File: config.mk
export PLATFORM = sky130hd
export DESIGN_NAME = tlul_subsys_top
export DESIGN_NICKNAME = d
export VERILOG_FILES = /design/src/design/socket_pkg.sv /design/src/design/tlul_pkg.sv /design/src/design/rr_arbiter.sv /design/src/design/tlul_fifo.sv /design/src/design/tlul_fifo_sync.sv /design/src/design/tlul_mem_dev.sv /design/src/design/tlul_socket_m1.sv /design/src/design/tlul_subsys_top.sv
export SDC_FILE = /design/constraint.sdc
export NUM_CORES = 2
export LEC_CHECK = 0
export BUFFER_PORTS_ARGS = -buffer_cell sky130_fd_sc_hd__buf_4
export CAP_MARGIN = 20
export CORE_MARGIN = 1.5
export CORE_UTILIZATION = 35
export DETAILED_ROUTE_END_ITERATION = 8
export PLACE_DENSITY = 0.6
export SYNTH_ARGS = -nofsm -noshare
export SYNTH_HDL_FRONTEND = slang
export SYNTH_SLANG_ARGS = --single-unit
File: constraint.sdc
create_clock -name clk_i -period 13.6 [get_ports clk_i]
set_input_delay 2.72 -clock clk_i [delete_from_list [all_inputs] [get_ports clk_i]]
set_output_delay 2.72 -clock clk_i [all_outputs]
set_load 0.01 [all_outputs]
File: src/design/socket_pkg.sv
////////////////////////////////////////////////////////////
// Socket geometry, host count and memory size
////////////////////////////////////////////////////////////

package socket_pkg;

  // Hosts sharing the one device
  localparam int NUM_HOSTS = 3;

  // Low source bits that carry the host index
  localparam int HOST_IDX_W = 2;

  typedef logic [HOST_IDX_W-1:0] host_idx_t;

  // Memory behind the socket, in 32-bit words
  localparam int MEM_WORDS = 64;
  localparam int MEM_AW    = 6;

endpackage

File: src/design/tlul_pkg.sv
////////////////////////////////////////////////////////////
// TL-UL field widths, opcodes and channel structs shared
// by every block that touches a TL-UL link
////////////////////////////////////////////////////////////

package tlul_pkg;

  // Bus geometry
  localparam int TL_AW  = 32;
  localparam int TL_DW  = 32;
  localparam int TL_DBW = TL_DW / 8;
  localparam int TL_SZW = 2;
  localparam int TL_AIW = 8;

  typedef logic [TL_AW-1:0]  tl_addr_t;
  typedef logic [TL_DW-1:0]  tl_data_t;
  typedef logic [TL_DBW-1:0] tl_mask_t;
  typedef logic [TL_AIW-1:0] tl_source_t;

  // A channel opcodes, TL-UL subset
  typedef enum logic [2:0] {
    PutFullData    = 3'h0,
    PutPartialData = 3'h1,
    Get            = 3'h4
  } tl_a_op_e;

  // D channel opcodes
  typedef enum logic [2:0] {
    AccessAck     = 3'h0,
    AccessAckData = 3'h1
  } tl_d_op_e;

  // Host to device, A payload plus the D ready
  typedef struct packed {
    logic              a_valid;
    tl_a_op_e          a_opcode;
    logic [TL_SZW-1:0] a_size;
    tl_source_t        a_source;
    tl_addr_t          a_address;
    tl_mask_t          a_mask;
    tl_data_t          a_data;
    logic              d_ready;
  } tl_h2d_t;

  // Device to host, D payload plus the A ready
  typedef struct packed {
    logic              d_valid;
    tl_d_op_e          d_opcode;
    logic [TL_SZW-1:0] d_size;
    tl_source_t        d_source;
    tl_data_t          d_data;
    logic              d_error;
    logic              a_ready;
  } tl_d2h_t;

endpackage

File: src/design/rr_arbiter.sv
////////////////////////////////////////////////////////////
// Round-robin arbiter, grant held while the output stalls
////////////////////////////////////////////////////////////

`timescale 1ns/100ps

module rr_arbiter import socket_pkg::*; #(
  parameter int unsigned N = NUM_HOSTS
) (
  input  logic         clk_i,
  input  logic         rst_n_i,
  input  logic [N-1:0] req_i,
  output logic [N-1:0] gnt_o,
  output host_idx_t    idx_o,
  output logic         valid_o,
  input  logic         ready_i
);

  host_idx_t ptr_q;
  host_idx_t lock_idx_q;
  logic      lock_q;
  host_idx_t pick_idx;

  // First requester at or after the priority pointer
  always_comb begin
    int unsigned cand;
    logic        found;
    pick_idx = ptr_q;
    found    = 1'b0;
    for (int unsigned i = 0; i < N; i++) begin
      cand = ptr_q + i;
      if (cand >= N) begin
        cand = cand - N;
      end
      if (!found && req_i[cand]) begin
        found    = 1'b1;
        pick_idx = host_idx_t'(cand);
      end
    end
  end

  assign valid_o = |req_i;
  // Stalled winner keeps the slot so its payload stays on the bus
  assign idx_o   = lock_q ? lock_idx_q : pick_idx;

  // Grant doubles as the accept strobe to the winner
  always_comb begin
    gnt_o = '0;
    if (valid_o && ready_i) begin
      gnt_o[idx_o] = 1'b1;
    end
  end

  always_ff @(posedge clk_i or negedge rst_n_i) begin
    if (!rst_n_i) begin
      ptr_q      <= '0;
      lock_q     <= 1'b0;
      lock_idx_q <= '0;
    end else begin
      lock_q     <= valid_o && !ready_i;
      lock_idx_q <= idx_o;
      // Move just past the winner once it is taken
      if (valid_o && ready_i) begin
        ptr_q <= (idx_o == host_idx_t'(N - 1)) ? '0 : idx_o + 1'b1;
      end
    end
  end

endmodule

File: src/design/tlul_fifo.sv
////////////////////////////////////////////////////////////
// Synchronous ring-buffer FIFO with valid/ready on both
// sides and optional bypass while empty
////////////////////////////////////////////////////////////

`timescale 1ns/100ps

module tlul_fifo import tlul_pkg::*; #(
  parameter int unsigned Width = TL_DW,
  parameter int unsigned Depth = 2,
  parameter bit          Pass  = 1'b1
) (
  input  logic             clk_i,
  input  logic             rst_n_i,
  input  logic             wvalid_i,
  output logic             wready_o,
  input  logic [Width-1:0] wdata_i,
  output logic             rvalid_o,
  input  logic             rready_i,
  output logic [Width-1:0] rdata_o
);

  // Pointer and count widths, one bit minimum
  localparam int unsigned PtrW = (Depth > 1) ? $clog2(Depth) : 1;
  localparam int unsigned CntW = $clog2(Depth + 1);

  logic [Width-1:0] mem_q [Depth];
  logic [PtrW-1:0]  wptr_q;
  logic [PtrW-1:0]  rptr_q;
  logic [CntW-1:0]  cnt_q;
  logic             empty;
  logic             bypass;
  logic             push;
  logic             pop;

  assign empty  = (cnt_q == '0);
  // Input goes straight out when nothing is stored
  assign bypass = Pass && empty;

  assign wready_o = (cnt_q < CntW'(Depth));
  assign rvalid_o = bypass ? wvalid_i : !empty;
  assign rdata_o  = bypass ? wdata_i : mem_q[rptr_q];

  // Store unless the beat leaves by bypass this cycle
  assign push = wvalid_i && wready_o && !(bypass && rready_i);
  assign pop  = rvalid_o && rready_i && !bypass;

  always_ff @(posedge clk_i or negedge rst_n_i) begin
    if (!rst_n_i) begin
      wptr_q <= '0;
      rptr_q <= '0;
      cnt_q  <= '0;
    end else begin
      if (push) begin
        wptr_q <= (wptr_q == PtrW'(Depth - 1)) ? '0 : wptr_q + 1'b1;
      end
      if (pop) begin
        rptr_q <= (rptr_q == PtrW'(Depth - 1)) ? '0 : rptr_q + 1'b1;
      end
      // Net occupancy change
      if (push && !pop) begin
        cnt_q <= cnt_q + 1'b1;
      end else if (pop && !push) begin
        cnt_q <= cnt_q - 1'b1;
      end
    end
  end

  // Storage array, payload only
  always_ff @(posedge clk_i) begin
    if (push) begin
      mem_q[wptr_q] <= wdata_i;
    end
  end

  // A stalled output beat stays put until taken
  a_stable_under_stall: assert property (
    @(posedge clk_i) disable iff (!rst_n_i)
    rvalid_o && !rready_i |=> rvalid_o && $stable(rdata_o)
  );

endmodule

File: src/design/tlul_fifo_sync.sv
////////////////////////////////////////////////////////////
// Request/response FIFO pair cutting one TL-UL link into
// a host side and a device side
////////////////////////////////////////////////////////////

`timescale 1ns/100ps

module tlul_fifo_sync import tlul_pkg::*; #(
  parameter int unsigned ReqDepth = 2,
  parameter int unsigned RspDepth = 2,
  parameter bit          ReqPass  = 1'b1,
  parameter bit          RspPass  = 1'b1
) (
  input  logic    clk_i,
  input  logic    rst_n_i,
  input  tl_h2d_t tl_h_i,
  output tl_d2h_t tl_h_o,
  output tl_h2d_t tl_d_o,
  input  tl_d2h_t tl_d_i
);

  tl_h2d_t req_wdata;
  tl_h2d_t req_rdata;
  logic    req_wready;
  logic    req_rvalid;
  tl_d2h_t rsp_wdata;
  tl_d2h_t rsp_rdata;
  logic    rsp_wready;
  logic    rsp_rvalid;

  // Handshake bits are regenerated, keep them out of storage
  always_comb begin
    req_wdata         = tl_h_i;
    req_wdata.a_valid = 1'b0;
    req_wdata.d_ready = 1'b0;
    rsp_wdata         = tl_d_i;
    rsp_wdata.d_valid = 1'b0;
    rsp_wdata.a_ready = 1'b0;
  end

  // A channel, host to device
  tlul_fifo #(
    .Width ($bits(tl_h2d_t)),
    .Depth (ReqDepth),
    .Pass  (ReqPass)
  ) u_req_fifo (
    .clk_i    (clk_i),
    .rst_n_i  (rst_n_i),
    .wvalid_i (tl_h_i.a_valid),
    .wready_o (req_wready),
    .wdata_i  (req_wdata),
    .rvalid_o (req_rvalid),
    .rready_i (tl_d_i.a_ready),
    .rdata_o  (req_rdata)
  );

  // D channel, device to host
  tlul_fifo #(
    .Width ($bits(tl_d2h_t)),
    .Depth (RspDepth),
    .Pass  (RspPass)
  ) u_rsp_fifo (
    .clk_i    (clk_i),
    .rst_n_i  (rst_n_i),
    .wvalid_i (tl_d_i.d_valid),
    .wready_o (rsp_wready),
    .wdata_i  (rsp_wdata),
    .rvalid_o (rsp_rvalid),
    .rready_i (tl_h_i.d_ready),
    .rdata_o  (rsp_rdata)
  );

  // Device side sees the buffered request and our response space
  always_comb begin
    tl_d_o         = req_rdata;
    tl_d_o.a_valid = req_rvalid;
    tl_d_o.d_ready = rsp_wready;
    tl_h_o         = rsp_rdata;
    tl_h_o.d_valid = rsp_rvalid;
    tl_h_o.a_ready = req_wready;
  end

endmodule

File: src/design/tlul_mem_dev.sv
////////////////////////////////////////////////////////////
// TL-UL memory device, word-wide gets and byte-masked puts
// with an error response outside the array
////////////////////////////////////////////////////////////

`timescale 1ns/100ps

module tlul_mem_dev import tlul_pkg::*, socket_pkg::*; (
  input  logic    clk_i,
  input  logic    rst_n_i,
  input  tl_h2d_t tl_i,
  output tl_d2h_t tl_o
);

  tl_data_t          mem_q [MEM_WORDS];
  logic [MEM_AW-1:0] word_idx;
  logic              in_range;
  logic              req_acc;
  logic              is_get;

  // Response register
  logic              rsp_valid_q;
  tl_d_op_e          rsp_opcode_q;
  logic [TL_SZW-1:0] rsp_size_q;
  tl_source_t        rsp_source_q;
  tl_data_t          rsp_data_q;
  logic              rsp_error_q;

  // Word address, any bit above the array means out of range
  assign word_idx = tl_i.a_address[MEM_AW+1:2];
  assign in_range = (tl_i.a_address[TL_AW-1:MEM_AW+2] == '0);
  assign is_get   = (tl_i.a_opcode == Get);

  // Take a new request when the response slot frees up
  assign tl_o.a_ready = !rsp_valid_q || tl_i.d_ready;
  assign req_acc      = tl_i.a_valid && tl_o.a_ready;

  always_ff @(posedge clk_i or negedge rst_n_i) begin
    if (!rst_n_i) begin
      rsp_valid_q <= 1'b0;
    end else if (req_acc) begin
      rsp_valid_q <= 1'b1;
    end else if (tl_i.d_ready) begin
      rsp_valid_q <= 1'b0;
    end
  end

  always_ff @(posedge clk_i) begin
    if (req_acc) begin
      rsp_opcode_q <= is_get ? AccessAckData : AccessAck;
      rsp_size_q   <= tl_i.a_size;
      rsp_source_q <= tl_i.a_source;
      rsp_error_q  <= !in_range;
      // Zero data on errors and on put acks
      rsp_data_q   <= (is_get && in_range) ? mem_q[word_idx] : '0;
    end
  end

  // Put writes only the enabled bytes
  always_ff @(posedge clk_i) begin
    if (req_acc && !is_get && in_range) begin
      for (int b = 0; b < TL_DBW; b++) begin
        if (tl_i.a_mask[b]) begin
          mem_q[word_idx][8*b +: 8] <= tl_i.a_data[8*b +: 8];
        end
      end
    end
  end

  assign tl_o.d_valid  = rsp_valid_q;
  assign tl_o.d_opcode = rsp_opcode_q;
  assign tl_o.d_size   = rsp_size_q;
  assign tl_o.d_source = rsp_source_q;
  assign tl_o.d_data   = rsp_data_q;
  assign tl_o.d_error  = rsp_error_q;

endmodule

File: src/design/tlul_socket_m1.sv
////////////////////////////////////////////////////////////
// TL-UL M:1 socket, arbitrates host requests onto one device
// link and steers responses back by the source ID
////////////////////////////////////////////////////////////

`timescale 1ns/100ps

module tlul_socket_m1 import tlul_pkg::*, socket_pkg::*; (
  input  logic    clk_i,
  input  logic    rst_n_i,
  input  tl_h2d_t tl_h_i [NUM_HOSTS],
  output tl_d2h_t tl_h_o [NUM_HOSTS],
  output tl_h2d_t tl_d_o,
  input  tl_d2h_t tl_d_i
);

  tl_h2d_t hreq_fifo_i [NUM_HOSTS];
  tl_h2d_t hreq_fifo_o [NUM_HOSTS];
  tl_d2h_t hrsp_fifo_i [NUM_HOSTS];

  logic [NUM_HOSTS-1:0] hrequest;
  logic [NUM_HOSTS-1:0] hgrant;
  logic [NUM_HOSTS-1:0] dfifo_rspready;

  tl_h2d_t    dreq_fifo_i;
  tl_d2h_t    drsp_fifo_o;
  logic       arb_valid;
  host_idx_t  arb_idx;
  tl_h2d_t    arb_data;
  host_idx_t  rsp_idx;
  tl_source_t hfifo_rspid;

  for (genvar i = 0; i < NUM_HOSTS; i++) begin : gen_host
    tl_source_t shifted_id;

    // Host index goes in the low bits, top bits of the source drop off
    assign shifted_id = {tl_h_i[i].a_source[TL_AIW-HOST_IDX_W-1:0], host_idx_t'(i)};

    always_comb begin
      hreq_fifo_i[i]          = tl_h_i[i];
      hreq_fifo_i[i].a_source = shifted_id;
    end

    tlul_fifo_sync #(
      .ReqDepth (2),
      .RspDepth (2),
      .ReqPass  (1'b1),
      .RspPass  (1'b1)
    ) u_host_fifo (
      .clk_i   (clk_i),
      .rst_n_i (rst_n_i),
      .tl_h_i  (hreq_fifo_i[i]),
      .tl_h_o  (tl_h_o[i]),
      .tl_d_o  (hreq_fifo_o[i]),
      .tl_d_i  (hrsp_fifo_i[i])
    );

    assign hrequest[i] = hreq_fifo_o[i].a_valid;

    // Bits lost to the shift must be unused by the host
    a_src_top_zero: assert property (
      @(posedge clk_i) disable iff (!rst_n_i)
      tl_h_i[i].a_valid |-> tl_h_i[i].a_source[TL_AIW-1 -: HOST_IDX_W] == '0
    );
  end

  // Pick one buffered request per accepted beat
  rr_arbiter #(
    .N (NUM_HOSTS)
  ) u_req_arb (
    .clk_i   (clk_i),
    .rst_n_i (rst_n_i),
    .req_i   (hrequest),
    .gnt_o   (hgrant),
    .idx_o   (arb_idx),
    .valid_o (arb_valid),
    .ready_i (drsp_fifo_o.a_ready)
  );

  assign arb_data = hreq_fifo_o[arb_idx];

  // Winner payload toward the device, d_ready from the addressed host
  always_comb begin
    dreq_fifo_i         = arb_data;
    dreq_fifo_i.a_valid = arb_valid;
    dreq_fifo_i.d_ready = |dfifo_rspready;
  end

  tlul_fifo_sync #(
    .ReqDepth (2),
    .RspDepth (2),
    .ReqPass  (1'b0),
    .RspPass  (1'b0)
  ) u_dev_fifo (
    .clk_i   (clk_i),
    .rst_n_i (rst_n_i),
    .tl_h_i  (dreq_fifo_i),
    .tl_h_o  (drsp_fifo_o),
    .tl_d_o  (tl_d_o),
    .tl_d_i  (tl_d_i)
  );

  // Response carries its host in the low source bits
  assign rsp_idx     = drsp_fifo_o.d_source[HOST_IDX_W-1:0];
  // Restore the host's own source value
  assign hfifo_rspid = {{HOST_IDX_W{1'b0}}, drsp_fifo_o.d_source[TL_AIW-1:HOST_IDX_W]};

  for (genvar i = 0; i < NUM_HOSTS; i++) begin : gen_rsp_route
    logic hit;

    assign hit = drsp_fifo_o.d_valid && (rsp_idx == host_idx_t'(i));
    assign dfifo_rspready[i] = hit && hreq_fifo_o[i].d_ready;

    always_comb begin
      hrsp_fifo_i[i]          = drsp_fifo_o;
      hrsp_fifo_i[i].d_valid  = hit;
      hrsp_fifo_i[i].d_source = hfifo_rspid;
      hrsp_fifo_i[i].a_ready  = hgrant[i];
    end
  end

  // Device must echo a source that names a real host
  a_rsp_idx_range: assert property (
    @(posedge clk_i) disable iff (!rst_n_i)
    drsp_fifo_o.d_valid |-> rsp_idx < host_idx_t'(NUM_HOSTS)
  );

endmodule

File: src/design/tlul_subsys_top.sv
////////////////////////////////////////////////////////////
// Three-host TL-UL subsystem, socket in front of one memory
// device, host ports brought out to the top
////////////////////////////////////////////////////////////

`timescale 1ns/100ps

module tlul_subsys_top import tlul_pkg::*, socket_pkg::*; (
  input  logic    clk_i,
  input  logic    rst_n_i,
  input  tl_h2d_t tl_h_i [NUM_HOSTS],
  output tl_d2h_t tl_h_o [NUM_HOSTS]
);

  // Link between socket and memory
  tl_h2d_t tl_dev_h2d;
  tl_d2h_t tl_dev_d2h;

  // Host arbitration and response routing
  tlul_socket_m1 u_socket (
    .clk_i   (clk_i),
    .rst_n_i (rst_n_i),
    .tl_h_i  (tl_h_i),
    .tl_h_o  (tl_h_o),
    .tl_d_o  (tl_dev_h2d),
    .tl_d_i  (tl_dev_d2h)
  );

  // Single memory device
  tlul_mem_dev u_mem_dev (
    .clk_i   (clk_i),
    .rst_n_i (rst_n_i),
    .tl_i    (tl_dev_h2d),
    .tl_o    (tl_dev_d2h)
  );

endmodule

==> reports/metrics.csv <==
stage,metric,value,unit
placed_design,cell count after placement,11500,
setup_path,R2R cell count,9,
power,clock power share,0.241,
detailed_routing,routed len/inst,28.3,um
global_routing,first-pass GRT wire length,484000,um
power,Max VDD drop,275,uV
clocking,# Post-CTS Setup Buffers,0,
power,Switching Fraction,0.375,
setup_path,slowest cell on the critical path,buf_4,
setup_path,Worst EP arrival,6820,ps
detailed_routing,DRT Pass-1 Iters,6,
setup_path,crit path kind,input port to register,
clocking,"Clk pin slew, worst setup/hold paths",60,ps
hold_path,Hold Crit Class,register to register,
placed_design,PortBufs,370,
detailed_routing,aggregate routed wire length,340000,um
hold_path,hold_sp,u_mem_dev.rsp_data_q[2],
synth,syn_area_per_cell,17.3,um2
floorplan,die height,588,um
setup_path,Critical R2R Capture,u_mem_dev.mem_q[15][14],
clocking,total CTS buffers,312,
detailed_routing,DRC,0,
floorplan,Core Region,340000,um2
floorplan,# rows,214,
placed_design,gp weighted congestion,0.822,
clocking,post-cts sizing count,0,
global_routing,vias in the first global route,66200,
synth,Yosys reg bits,3090,
clocking,H-tree Lvls,5,
timing,final worst-path cycle share,0.466,
timing,Max Clock Skew,60.2,ps
timing,Total Neg Setup Slack,0,ps
power,Power per Cell Area,249,nW/um2
power,total power,34300,uW
floorplan,Die Wd,588,um
timing,Slew Limit Fails,0,
setup_path,crit path max fanout,72,
floorplan,Die ar.,346000,um2
cells_and_area,post-route cell area,138000,um2
hold_path,"Endpoint, Worst Hold",u_socket.u_dev_fifo.u_rsp_fifo.mem_q[0][3],
cells_and_area,fin cells,12000,
setup_path,critical path's top delay family,buffers and inverters,
power,Cell Int Power,21400,uW
timing,setup violators final,0,
clocking,Clock Latency Late Sink,880,ps
setup_path,Critical Path Source Type,input port,
synth,Yosys Warn Count,0,
clocking,maximum clock path buffer count,4,
setup_path,worst reg2reg startpoint,u_socket.u_dev_fifo.u_req_fifo.rptr_q,
floorplan,total I/O pin count,395,
status,status,finished clean,
global_routing,initial antenna violation count,30,
placed_design,post-DP HPWL,198000,um
setup_path,worst path buffer plus inverter count,3,
cells_and_area,P&R area growth vs syn,14.8,%
setup_path,worst-path cell chain,buf_4 > nor3_1 > a221oi_1 > o221ai_1 > nand2_4 > buf_4 > a311oi_2 > nor2b_4 > buf_4,
power,Reg power frac,0.409,
synth,Netlist Area Pre-Place,120000,um2
timing,worst-margin pin slew,1190,ps
timing,RSZ-0062 raised after global routing,no,
clocking,CTS root buf,clkbuf_16,
job,number of max-cap violations,0,
clocking,Hold Buf Count CTS,0,
synth,Post-synth top flop,edfxtp_1,
timing,Final Hold Fails,0,
detailed_routing,drt initial violations,8797,
cells_and_area,Nets,7528,
cells_and_area,share of cells above drive strength 1,0.193,
synth,number of flops mapped to enable cells by yosys,3052,
detailed_routing,DR vias,68600,
synth,Synth async-reset ratio,0.0123,
placed_design,dpl cell area,128000,um2
power,P_sw,12900,uW
floorplan,Initial Utilization,0.352,
power,LEAKAGE,0.0428,uW
timing,fin crit period,6340,ps
detailed_routing,Final ANT Viol Nets,0,
detailed_routing,Vias/cell,5.69,
clocking,Clock Sinks,3090,
cells_and_area,Post-Route Utilization,0.404,
synth,Cell variety after synth,71,
global_routing,total global-route track usage,0.190,
synth,"Seq/Total Area, Yosys",0.773,
hold_path,Hold Path Depth,0,
timing,Worst slew margin,0.201,
setup_path,cell mode on critical path,buf_4,
setup_path,FF-to-FF setup slack,7900,ps
power,logic gate share of total power,0.350,
global_routing,GR Overflow Total,0,
clocking,CTS tree,built,
synth,Post-Synthesis Cells,6936,
global_routing,pin count of the biggest net entering global routing,109,
setup_path,Crit path largest cell delay,890,ps
setup_path,worst path required time,14070,ps
setup_path,crit end category,register,
timing,Max Freq,158,MHz
==> registers in the layout, indices dropped and copies added (netlist names), 6 cells and up <==
name and cells:
u_socket.gen_host.u_host_fifo.u_req_fifo.cnt_q 6, u_mem_dev.rsp_source_q 8, u_socket.gen_host.u_host_fifo.u_rsp_fifo.mem_q 252, u_mem_dev.rsp_data_q 32
u_socket.gen_host.u_host_fifo.u_rsp_fifo.cnt_q 6, u_socket.u_dev_fifo.u_req_fifo.mem_q 158, u_socket.u_dev_fifo.u_rsp_fifo.mem_q 88, u_socket.gen_host.u_host_fifo.u_req_fifo.mem_q 462
u_mem_dev.mem_q 2048
==> kinds of logic (layout without fill, tap and decap cells) <==
group | after synthesis | in the layout | synth area share
XOR/XNOR | 39 | 39 | 0.00285
AO/OA/AOI/OAI | 1766 | 1766 | 0.107
adder cells (fa/ha/maj) | 11 | 11 | 0.00115
AND/OR/NAND/NOR | 852 | 852 | 0.0426
buffers and inverters | 576 | 1124 | 0.0217
flip-flops | 3090 | 3090 | 0.773
multiplexers | 601 | 601 | 0.0519
other | 1 | 29 | 0.0000313
==> synthesized netlist by cell type, types with 8 or more instances <==
cell,number,area share
a31oi_1,186,0.0097
nor3_1,40,0.0017
nand2_1,313,0.0098
nor3_2,223,0.019
o22ai_1,8,0.00042
o21ai_0,148,0.0062
mux2i_1,434,0.036
buf_6,27,0.0025
nor4b_1,8,0.00058
o22a_1,28,0.0020
nor2_1,117,0.0037
buf_1,76,0.0024
buf_4,28,0.0018
ha_1,11,0.0011
dfrtp_1,38,0.0079
xnor2_1,24,0.0018
a22oi_1,790,0.049
clkbuf_1,317,0.0099
xor2_1,15,0.0011
a222oi_1,83,0.0069
nor4_1,67,0.0035
nand4_1,10,0.00052
edfxtp_1,3052,0.76
inv_1,26,0.00081
mux2_2,167,0.016
o221ai_1,78,0.0057
or2_1,10,0.00052
a41oi_1,135,0.0099
o2111ai_1,79,0.0058
buf_2,101,0.0042
a21oi_1,189,0.0079
nor2b_1,8,0.00042
and2_1,10,0.00052
nand3_1,10,0.00042
==> how the worst max path moves through the flow <==
stage / start / to / slack, ps / cells after the start
after floorplan: tl_h_i[165] / register / 3410 / 6
after global placement: tl_h_i[165] / register / 6560 / 9
after detailed placement: tl_h_i[165] / register / 6540 / 9
after CTS: tl_h_i[165] / register / 7460 / 9
after global routing: tl_h_i[165] / register / 7220 / 9
final: tl_h_i[165] / register / 7260 / 9
==> layer usage <==
layer / global-route usage / routed length, um
met2: 0.301 / 159000
met3: 0.0292 / 29200
met1: 0.272 / 144000
met5: 0 / 79
met4: 0.0473 / 8050
==> metrics by stage <==
step	hold WS, ps	setup slack [ps]
2_1_floorplan	421	3410
3_3_place_gp	427	6560
3_5_place_dp	430	6540
4_1_cts	440	7460
5_1_grt	451	7220
6_report	440	7260
==> area by class of cell <==
| type | instances | area [um2] |
|---|---|---|
| fill | 30200 | 203000 |
| sequential | 3090 | 92600 |
| multi-input combinational | 3281 | 25100 |
| clock buffer | 387 | 8300 |
| tap | 4536 | 5680 |
| timing repair buffer | 554 | 4390 |
| clock inverter | 156 | 1340 |
| inverter | 27 | 101 |
| antenna | 17 | 42.5 |
==> power groups by stage <==
| stage | Sequential, uW | Clock [uW] | Combinational [uW] |
|---|---|---|---|
| finish | 14000 | 8260 | 12000 |
| global route | 14100 | 8710 | 12700 |
| CTS | 14000 | 8360 | 11900 |
| detailed placement | 14200 | 0 | 11900 |
| global placement | 14200 | 0 | 11600 |
| floorplan | 13900 | 0 | 6830 |
==> layout by cell type (no fill, tap or decap), drive strengths merged, types with 5 or more instances in the layout <==
cell type,count
o221ai,78
clkbuf,387
o21ai,150
a31oi,186
ha,11
o2111ai,79
and2,10
a21oi,189
a41oi,135
a41o,6
xor2,15
dfrtp,38
o22ai,8
nor4,67
nor3,263
nor2b,8
mux2i,434
conb,12
nor4bb,6
buf,554
diode,17
clkinvlp,7
nand3,10
or2,16
a22oi,790
nor2,117
nand4,10
mux2,167
o22a,28
a222oi,83
edfxtp,3052
inv,35
nor4b,8
bufinv,19
nand2b,5
xnor2,24
clkinv,122
nand2,313
(Power assumes the default switching activity.)
